<file path="config.mk">
export PLATFORM = sky130hd
export DESIGN_NAME = xadc_sampler
export DESIGN_NICKNAME = d
export VERILOG_FILES = /design/src/xadc_pkg.sv /design/src/sample_sequencer.sv /design/src/adc_conversion.sv /design/src/word_packer.sv /design/src/frame_writer.sv /design/src/xadc_sampler.sv
export SDC_FILE = /design/constraint.sdc
export NUM_CORES = 1
export LEC_CHECK = 0
export BUFFER_PORTS_ARGS = -buffer_cell sky130_fd_sc_hd__buf_2
export CORE_MARGIN = 1
export CORE_UTILIZATION = 59
export DETAILED_ROUTE_END_ITERATION = 10
export PLACE_DENSITY_LB_ADDON = 0.2
export SLEW_MARGIN = 30
export SYNTH_ARGS = -nofsm -noshare
export SYNTH_HDL_FRONTEND = slang
export SYNTH_SLANG_ARGS = --single-unit
</file>
<file path="constraint.sdc">
create_clock -name clk200 -period 3.9 [get_ports clk200]
set_input_delay 0.78 -clock clk200 [delete_from_list [all_inputs] [get_ports clk200]]
set_output_delay 0.78 -clock clk200 [all_outputs]
set_load 0.01 [all_outputs]
</file>
<file path="src/xadc_pkg.sv">
package xadc_pkg;

    //////////////////////////////////////////////////
    // widths and limits
    //////////////////////////////////////////////////
    localparam int RESULT_W            = 12;  // adc result
    localparam int CHAN_W              = 5;   // adc channel select
    localparam int SLOTS_PER_WORD      = 5;
    localparam int WORD_W              = 64;
    localparam int MAX_WORDS_PER_FRAME = 150; // words per udp frame
    localparam int ALL_CHANNELS_MIN    = 8;   // low nibble at or above this reads every chip
    localparam int NUM_VMM             = 8;

    typedef logic [RESULT_W-1:0] adc_result_t;
    typedef logic [CHAN_W-1:0]   adc_channel_t;
    typedef logic [2:0]          vmm_sel_t;
    typedef logic [10:0]         sample_count_t;
    typedef logic [17:0]         spacing_t;
    typedef logic [11:0]         word_count_t;
    typedef logic [WORD_W-1:0]   fifo_word_t;

    //////////////////////////////////////////////////
    // bundles between the blocks
    //////////////////////////////////////////////////
    typedef struct packed {
        logic         start;
        adc_channel_t channel;
    } conv_req_t;

    typedef struct packed {
        logic        done;
        adc_result_t result;
    } conv_rsp_t;

    typedef struct packed {
        logic     valid;
        vmm_sel_t vmm;
        logic     last;   // final sample of this chip
    } sample_req_t;

    typedef struct packed {
        logic        valid;
        vmm_sel_t    vmm;
        logic        last;
        adc_result_t result;
    } sample_t;

    typedef struct packed {
        logic       valid;
        logic       last;
        fifo_word_t data;
    } packed_word_t;

    typedef struct packed {
        logic        enable;
        logic        end_of_data;
        word_count_t len;
        fifo_word_t  data;
    } fifo_out_t;

    typedef enum logic [2:0] {
        idle,
        request,
        await_sample,
        spacing,
        await_flush,
        next_channel,
        await_release
    } seq_state_t;

endpackage

</file>
<file path="src/sample_sequencer.sv">
`timescale 1ns/1ps

module sample_sequencer (
    input  logic                    clk200,
    input  logic                    rst,
    input  logic                    data_in_rdy,
    input  logic [15:0]             vmm_id,
    input  xadc_pkg::sample_count_t sample_size,
    input  xadc_pkg::spacing_t      delay_in,
    input  logic                    udp_done,
    input  xadc_pkg::sample_t       sample,
    input  logic                    run_done,
    output xadc_pkg::sample_req_t   sample_req,
    output logic                    xadc_busy
);
    import xadc_pkg::*;

    seq_state_t    state;
    logic          all_chans;   // step through every chip
    vmm_sel_t      vmm_sel;
    sample_count_t taken;       // requests issued for this chip
    sample_count_t taken_next;
    spacing_t      gap;

    assign taken_next = taken + 1'b1;

    //////////////////////////////////////////////////
    // run sequencing
    //////////////////////////////////////////////////
    always_ff @(posedge clk200)
    begin
        if (rst)
        begin
            state      <= idle;
            all_chans  <= 1'b0;
            vmm_sel    <= '0;
            taken      <= '0;
            gap        <= '0;
            sample_req <= '0;
            xadc_busy  <= 1'b0;
        end
        else
        begin
            sample_req.valid <= 1'b0; // one-cycle request

            case (state)
                idle:
                begin
                    if (data_in_rdy)
                    begin
                        xadc_busy <= 1'b1;
                        taken     <= '0;
                        if (vmm_id[3:0] >= 4'(ALL_CHANNELS_MIN))
                        begin
                            all_chans <= 1'b1;
                            vmm_sel   <= '0; // all chips start at 0
                        end
                        else
                        begin
                            all_chans <= 1'b0;
                            vmm_sel   <= vmm_id[2:0];
                        end
                        state <= request;
                    end
                end

                request:
                begin
                    sample_req.valid <= 1'b1;
                    sample_req.vmm   <= vmm_sel;
                    sample_req.last  <= (taken_next >= sample_size);
                    taken            <= taken_next;
                    state            <= await_sample;
                end

                await_sample:
                begin
                    if (sample.valid)
                    begin
                        gap <= '0;
                        if (sample.last)
                            state <= await_flush; // let the partial word drain
                        else
                            state <= spacing;
                    end
                end

                // idle gap of delay_in+1 cycles
                spacing:
                begin
                    if (gap == delay_in)
                        state <= request;
                    else
                        gap <= gap + 1'b1;
                end

                await_flush:
                begin
                    if (run_done)
                        state <= next_channel;
                end

                next_channel:
                begin
                    taken <= '0;
                    if (all_chans && vmm_sel != vmm_sel_t'(NUM_VMM - 1))
                    begin
                        vmm_sel <= vmm_sel + 1'b1;
                        state   <= request;
                    end
                    else
                        state <= await_release;
                end

                // old command gone and udp frame sent
                await_release:
                begin
                    if (!data_in_rdy && udp_done)
                    begin
                        xadc_busy <= 1'b0;
                        state     <= idle;
                    end
                end

                default: state <= idle;
            endcase
        end
    end

endmodule

</file>
<file path="src/adc_conversion.sv">
`timescale 1ns/1ps

module adc_conversion (
    input  logic                  clk200,
    input  logic                  rst,
    input  xadc_pkg::sample_req_t sample_req,
    input  xadc_pkg::conv_rsp_t   conv_rsp,
    output xadc_pkg::conv_req_t   conv_req,
    output xadc_pkg::sample_t     sample
);
    import xadc_pkg::*;

    logic         start_q;
    adc_channel_t chan_q;     // held until the adc answers
    vmm_sel_t     vmm_q;
    logic         last_q;

    logic         valid_q;
    adc_result_t  result_q;
    vmm_sel_t     sample_vmm_q;
    logic         sample_last_q;

    //////////////////////////////////////////////////
    // strobes
    //////////////////////////////////////////////////
    always_ff @(posedge clk200)
    begin
        if (rst)
        begin
            start_q <= 1'b0;
            valid_q <= 1'b0;
        end
        else
        begin
            start_q <= sample_req.valid;
            valid_q <= conv_rsp.done;
        end
    end

    // request and result payload
    always_ff @(posedge clk200)
    begin
        if (sample_req.valid)
        begin
            chan_q <= {{(CHAN_W - 3){1'b0}}, sample_req.vmm}; // chip n on channel n
            vmm_q  <= sample_req.vmm;
            last_q <= sample_req.last;
        end
        if (conv_rsp.done)
        begin
            result_q      <= conv_rsp.result;
            sample_vmm_q  <= vmm_q;
            sample_last_q <= last_q;
        end
    end

    assign conv_req.start   = start_q;
    assign conv_req.channel = chan_q;

    assign sample.valid  = valid_q;
    assign sample.vmm    = sample_vmm_q;
    assign sample.last   = sample_last_q;
    assign sample.result = result_q;

endmodule

</file>
<file path="src/word_packer.sv">
`timescale 1ns/1ps

module word_packer (
    input  logic                   clk200,
    input  logic                   rst,
    input  xadc_pkg::sample_t      sample,
    output xadc_pkg::packed_word_t packed_word
);
    import xadc_pkg::*;

    fifo_word_t acc;        // word being filled
    fifo_word_t fill;       // acc with the incoming result placed
    logic [2:0] slot;       // next free slot
    logic       slot_full;

    assign slot_full = (slot == 3'(SLOTS_PER_WORD - 1));

    //////////////////////////////////////////////////
    // slot placement
    //////////////////////////////////////////////////
    always_comb
    begin
        fill = acc;
        fill[RESULT_W * slot +: RESULT_W] = sample.result; // slot k at bit 12k
        fill[WORD_W-1 -: 4] = {1'b0, sample.vmm};          // header nibble
    end

    always_ff @(posedge clk200)
    begin
        if (rst)
        begin
            acc         <= '0;
            slot        <= '0;
            packed_word <= '0;
        end
        else
        begin
            packed_word.valid <= 1'b0;

            if (sample.valid)
            begin
                if (slot_full || sample.last)
                begin
                    // emit and start over with an empty word
                    packed_word.valid <= 1'b1;
                    packed_word.last  <= sample.last;
                    packed_word.data  <= fill;
                    acc               <= '0;
                    slot              <= '0;
                end
                else
                begin
                    acc  <= fill;
                    slot <= slot + 1'b1;
                end
            end
        end
    end

endmodule

</file>
<file path="src/frame_writer.sv">
`timescale 1ns/1ps

module frame_writer (
    input  logic                   clk200,
    input  logic                   rst,
    input  xadc_pkg::packed_word_t packed_word,
    output xadc_pkg::fifo_out_t    fifo_out,
    output logic                   run_done
);
    import xadc_pkg::*;

    word_count_t frame_cnt;    // words already in this frame
    word_count_t cnt_next;
    logic        frame_end;

    assign cnt_next  = frame_cnt + 1'b1;
    assign frame_end = packed_word.last ||
                       (cnt_next == word_count_t'(MAX_WORDS_PER_FRAME));

    //////////////////////////////////////////////////
    // fifo write and frame counting
    //////////////////////////////////////////////////
    always_ff @(posedge clk200)
    begin
        if (rst)
        begin
            frame_cnt            <= '0;
            fifo_out.enable      <= 1'b0;
            fifo_out.end_of_data <= 1'b0;
            fifo_out.len         <= '0;
            run_done             <= 1'b0;
        end
        else
        begin
            fifo_out.enable <= 1'b0;
            run_done        <= 1'b0;

            if (packed_word.valid)
            begin
                fifo_out.enable      <= 1'b1;
                fifo_out.len         <= cnt_next; // count includes this word
                fifo_out.end_of_data <= frame_end;
                run_done             <= packed_word.last;
                if (frame_end)
                    frame_cnt <= '0;   // next frame
                else
                    frame_cnt <= cnt_next;
            end
            else if (fifo_out.enable)
                fifo_out.end_of_data <= fifo_out.end_of_data; // two cycles wide
            else
                fifo_out.end_of_data <= 1'b0;
        end
    end

    // word data follows the strobe
    always_ff @(posedge clk200)
    begin
        if (packed_word.valid)
            fifo_out.data <= packed_word.data;
    end

endmodule

</file>
<file path="src/xadc_sampler.sv">
`timescale 1ns/1ps

module xadc_sampler (
    input  logic                   clk200,
    input  logic                   rst,
    input  logic                   data_in_rdy,
    input  logic [15:0]            vmm_id,
    input  xadc_pkg::sample_count_t sample_size,
    input  xadc_pkg::spacing_t     delay_in,
    input  logic                   udp_done,
    input  xadc_pkg::conv_rsp_t    conv_rsp,
    output xadc_pkg::conv_req_t    conv_req,
    output xadc_pkg::fifo_out_t    fifo_out,
    output logic                   xadc_busy
);
    import xadc_pkg::*;

    sample_req_t  sample_req;
    sample_t      sample;
    packed_word_t packed_word;
    logic         run_done;   // last word of a chip written

    //////////////////////////////////////////////////
    // control
    //////////////////////////////////////////////////
    sample_sequencer u_sequencer (
        .clk200      (clk200),
        .rst         (rst),
        .data_in_rdy (data_in_rdy),
        .vmm_id      (vmm_id),
        .sample_size (sample_size),
        .delay_in    (delay_in),
        .udp_done    (udp_done),
        .sample      (sample),
        .run_done    (run_done),
        .sample_req  (sample_req),
        .xadc_busy   (xadc_busy)
    );

    //////////////////////////////////////////////////
    // data path from adc to fifo
    //////////////////////////////////////////////////
    adc_conversion u_conversion (
        .clk200     (clk200),
        .rst        (rst),
        .sample_req (sample_req),
        .conv_rsp   (conv_rsp),
        .conv_req   (conv_req),
        .sample     (sample)
    );

    word_packer u_packer (
        .clk200      (clk200),
        .rst         (rst),
        .sample      (sample),
        .packed_word (packed_word)
    );

    frame_writer u_writer (
        .clk200      (clk200),
        .rst         (rst),
        .packed_word (packed_word),
        .fifo_out    (fifo_out),
        .run_done    (run_done)
    );

endmodule

</file>
==> flow_metrics.env <==
export IMPL_r2r_end="u_packer.acc[9]$_SDFFE_PP0P_"
export IMPL_grt_usage_pct=26.1
export IMPL_io_pins=147
export IMPL_post_cts_resize_count=0
export IMPL_drt_wirelength_per_cell_um=17.4
export IMPL_drtIter0Drc=760
export IMPL_cts_tree="built"
export IMPL_crit_type="reg -> reg"
export IMPL_critPathSlowestCell="fa_1"
export IMPL_avgSynthCellArea_um2=9.85
export IMPL_hold_slack_ns=0.409
export IMPL_grt_pass1_wl_mm=47.1
export IMPL_yosysWarnings=0
export IMPL_yosys_area_share_simple_pct=16.1
export IMPL_setup_tns_ns=0
export IMPL_ys_seq_elements=282
export IMPL_fillers=1694
export IMPL_synth_edff_count=83
export IMPL_via_per_inst=6.01
export IMPL_hold_class="in -> reg"
export IMPL_clk_pin_slew_worst_paths_ns=0.06
export IMPL_grt_setup_unrepaired="false"
export IMPL_cp_depth=11
export IMPL_cp_common_cell="ha_1"
export IMPL_synth_compound_area_share_pct=18.9
export IMPL_clock_skew_ns=0.0105
export IMPL_layout_min_cycle_time_ns=3.47
export IMPL_reg2regPathDepth=11
export IMPL_dr_pass1_iters=7
export IMPL_die_area_um2=22600
export IMPL_dpl_hpwl_mm=20.6
export IMPL_portBuffers=131
export IMPL_drc_errors=0
export IMPL_syn_instance_count=1316
export IMPL_fp_dieW_um=150
export IMPL_startpoint="u_packer.slot[1]$_SDFFE_PP0P_"
export IMPL_slew_violations=0
export IMPL_cts_sinks=282
export IMPL_async_flop_share_pct=0
export IMPL_yosys_area_share_xor_xnor_pct=3.04
export IMPL_synth_adder_area_share_pct=2.37
export IMPL_final_core_util_pct=69.2
export IMPL_hold_path_endpoint="u_conversion.result_q[3]$_DFFE_PP_"
export IMPL_postCtsSetupBuffers=0
export IMPL_slowest_delay_ns=0.47
export IMPL_htree_num_levels=1
export IMPL_place_gp_congestion=0.956
export IMPL_fin_crit_sh_pct=89.1
export IMPL_start_util_pct=60.9
export IMPL_totalWireLength_mm=29.8
export IMPL_tightest_slew_ns=0.978
export IMPL_cts_root_buf="clkbuf_16"
export IMPL_cellPowerDensity_nw_per_um2=463
export IMPL_yosysUniqueCellTypes=92
export IMPL_crit_arrival_ns=3.91
export IMPL_slew_headroom_pct=34.5
export IMPL_first_global_vias=9410
export IMPL_layout_common_cells="dfxtp_1 (197), buf_2 (130), nand2_1 (117), nor2_1 (107), edfxtp_1 (83)"
export IMPL_cp_cell_sequence="ha_1 -> fa_1 -> xor2_4 -> nor3b_1 -> ha_1 -> and4bb_2 -> nand3_1 -> nor3_4 -> o21ba_2 -> a21o_1 -> a22o_1"
export IMPL_max_cap_violations=0
export IMPL_hp_start="conv_rsp[3]"
export IMPL_grt_max_degree=65
export IMPL_timing_final_setup_violations=0
export IMPL_required_ns=4.33
export IMPL_startpoint_type="flop"
export IMPL_gr_total_overflow=0
export IMPL_synth_main_ff_cell="dfxtp_1"
export IMPL_hold_path_depth=1
export IMPL_clockBufferDepth=3
export IMPL_die_y_um=150
export IMPL_cp_max_fo=6
export IMPL_power_leakage_nw=5.65
export IMPL_yosysSeqAreaShare_pct=50.0
export IMPL_clock_fmax_mhz=288
export IMPL_numCtsBuffers=28
export IMPL_cp_top_family="adder cells"
export IMPL_antenna_cells=0
export IMPL_layout_commonest_cell="dfxtp_1"
export IMPL_drive_gt1_share_pct=17.1
export IMPL_cp_end_kind="flop"
export IMPL_path_buf_inv=0
export IMPL_coreArea_um2=21300
export IMPL_area_growth_pct=13.6
export IMPL_ir_drop_mv=0.393
export IMPL_cts_hold_fix_buffers=0
export IMPL_status="completed"
export IMPL_postRouteAntennaNets=0
export IMPL_antenna_found_initial=0
export IMPL_rrSetupSlack_ns=0.43
export IMPL_rr_startpoint="u_packer.slot[1]$_SDFFE_PP0P_"
export IMPL_power_total_mw=6.82
export IMPL_hold_violations=0
export IMPL_clk_insertion_delay_late_ns=0.55
export IMPL_nNetsFinal=1505
export IMPL_synthMuxAreaShare_pct=5.18
export IMPL_fp_row_count=53
export IMPL_synth_top_family_by_area="compound AO/OA/AOI/OAI gates"
export IMPL_num_vias=10300
export IMPL_synth_area_um2=13000
## logic make-up (layout without fill, tap and decap cells)
| group | Yosys count | after routing |
|---|---|---|
| and+or+nand+nor | 415 | 415 |
| buffers and inverters | 133 | 256 |
| xor gates and xnor gates | 39 | 39 |
| AOI/OAI and AO/OA | 355 | 355 |
| muxes | 67 | 67 |
| adders and majority gates | 24 | 24 |
| other | 1 | 3 |
| DFF | 282 | 282 |
## stage by stage
step / std cells / cell area, µm² / setup WS, ns
2_1_floorplan: 1318 / 13000 / 0.692
3_3_place_gp: 1664 / 13800 / 0.539
3_5_place_dp: 1664 / 13800 / 0.450
4_1_cts: 1716 / 14700 / 0.438
5_1_grt: 1716 / 14700 / 0.212
6_report: 1716 / 14700 / 0.426
## power by group
part | internal, mW | leakage, nW | total (mW) | switching (mW)
combinational | 0.292 | 2.79 | 0.792 | 0.500
clock | 1.61 | 0.468 | 2.74 | 1.13
sequential | 3.15 | 2.40 | 3.28 | 0.138
total | 5.05 | 5.65 | 6.82 | 1.76
## state kept, by name (all words and copies together), names as in the netlist
| register | count |
|---|---|
| u_writer.fifo_out | 77 |
| u_writer.run_done | 1 |
| u_writer.frame_cnt | 12 |
| u_sequencer.taken | 11 |
| u_conversion.result_q | 12 |
| u_conversion.last_q | 1 |
| u_conversion.start_q | 1 |
| u_sequencer.all_chans | 1 |
| u_sequencer.gap | 18 |
| u_sequencer.sample_req | 5 |
| u_conversion.sample_last_q | 1 |
| u_sequencer.state | 3 |
| u_conversion.vmm_q | 3 |
| u_packer.slot | 3 |
| u_sequencer.xadc_busy | 1 |
| u_packer.packed_word | 65 |
| u_packer.acc | 60 |
| u_conversion.valid_q | 1 |
| u_conversion.sample_vmm_q | 3 |
| u_sequencer.vmm_sel | 3 |
## cell usage after synthesis (all sizes together), types with 20 or more instances
master / number / area [µm²]
nand4: 25 / 169
inv: 45 / 169
nor2: 108 / 405
a22o: 28 / 245
xnor2: 28 / 279
ha: 23 / 288
nor3: 24 / 143
buf: 30 / 191
nand3: 50 / 250
a211oi: 31 / 243
o21ai: 88 / 440
dfxtp: 199 / 3980
o22ai: 20 / 125
clkbuf: 54 / 204
a21oi: 67 / 335
nand2: 117 / 439
edfxtp: 83 / 2490
mux2i: 66 / 661
## per-layer routing
| metal | wire length, µm | vias to the layer above | global-route usage [%] | share of wire [%] |
|---|---|---|---|---|
| met2 | 14600 | 326 | 45.1 | 49 |
| met5 | 0 | - | 0 | 0 |
| met3 | 1720 | 63 | 3.94 | 5.8 |
| li1 | - | 5028 | - | - |
| met4 | 675 | 0 | 7.83 | 2.3 |
| met1 | 12800 | 4896 | 33.7 | 43 |
## worst max-delay path by stage
stage / endpoint / slack [ns]
global route: u_packer.acc[55]$_SDFFE_PP0P_ / 0.21
finish: u_packer.acc[9]$_SDFFE_PP0P_ / 0.43
detailed placement: u_packer.acc[9]$_SDFFE_PP0P_ / 0.45
floorplan: u_packer.acc[10]$_SDFFE_PP0P_ / 0.69
global placement: u_packer.packed_word[20]$_SDFFE_PP0P_ / 0.54
CTS: u_packer.packed_word[20]$_SDFFE_PP0P_ / 0.44
## worst reg2reg max path: cells and delay by family (launching register included)
family	cells	cell delay [ns]
AOI/OAI and AO/OA	3	0.77
DFF	1	0.37
adders and majority gates	3	1.03
and+or+nand+nor	4	0.97
xor gates and xnor gates	1	0.22
## area by class of cell
class,count,area (µm²),share of cell area (%)
timing repair buffer,155,838,5.69
multi-input combinational,903,5930,40.3
inverter,49,184,1.25
clock inverter,16,164,1.11
tap,275,344,2.34
sequential,282,6480,44.0
clock buffer,36,782,5.31
(Power assumes the default switching activity.)
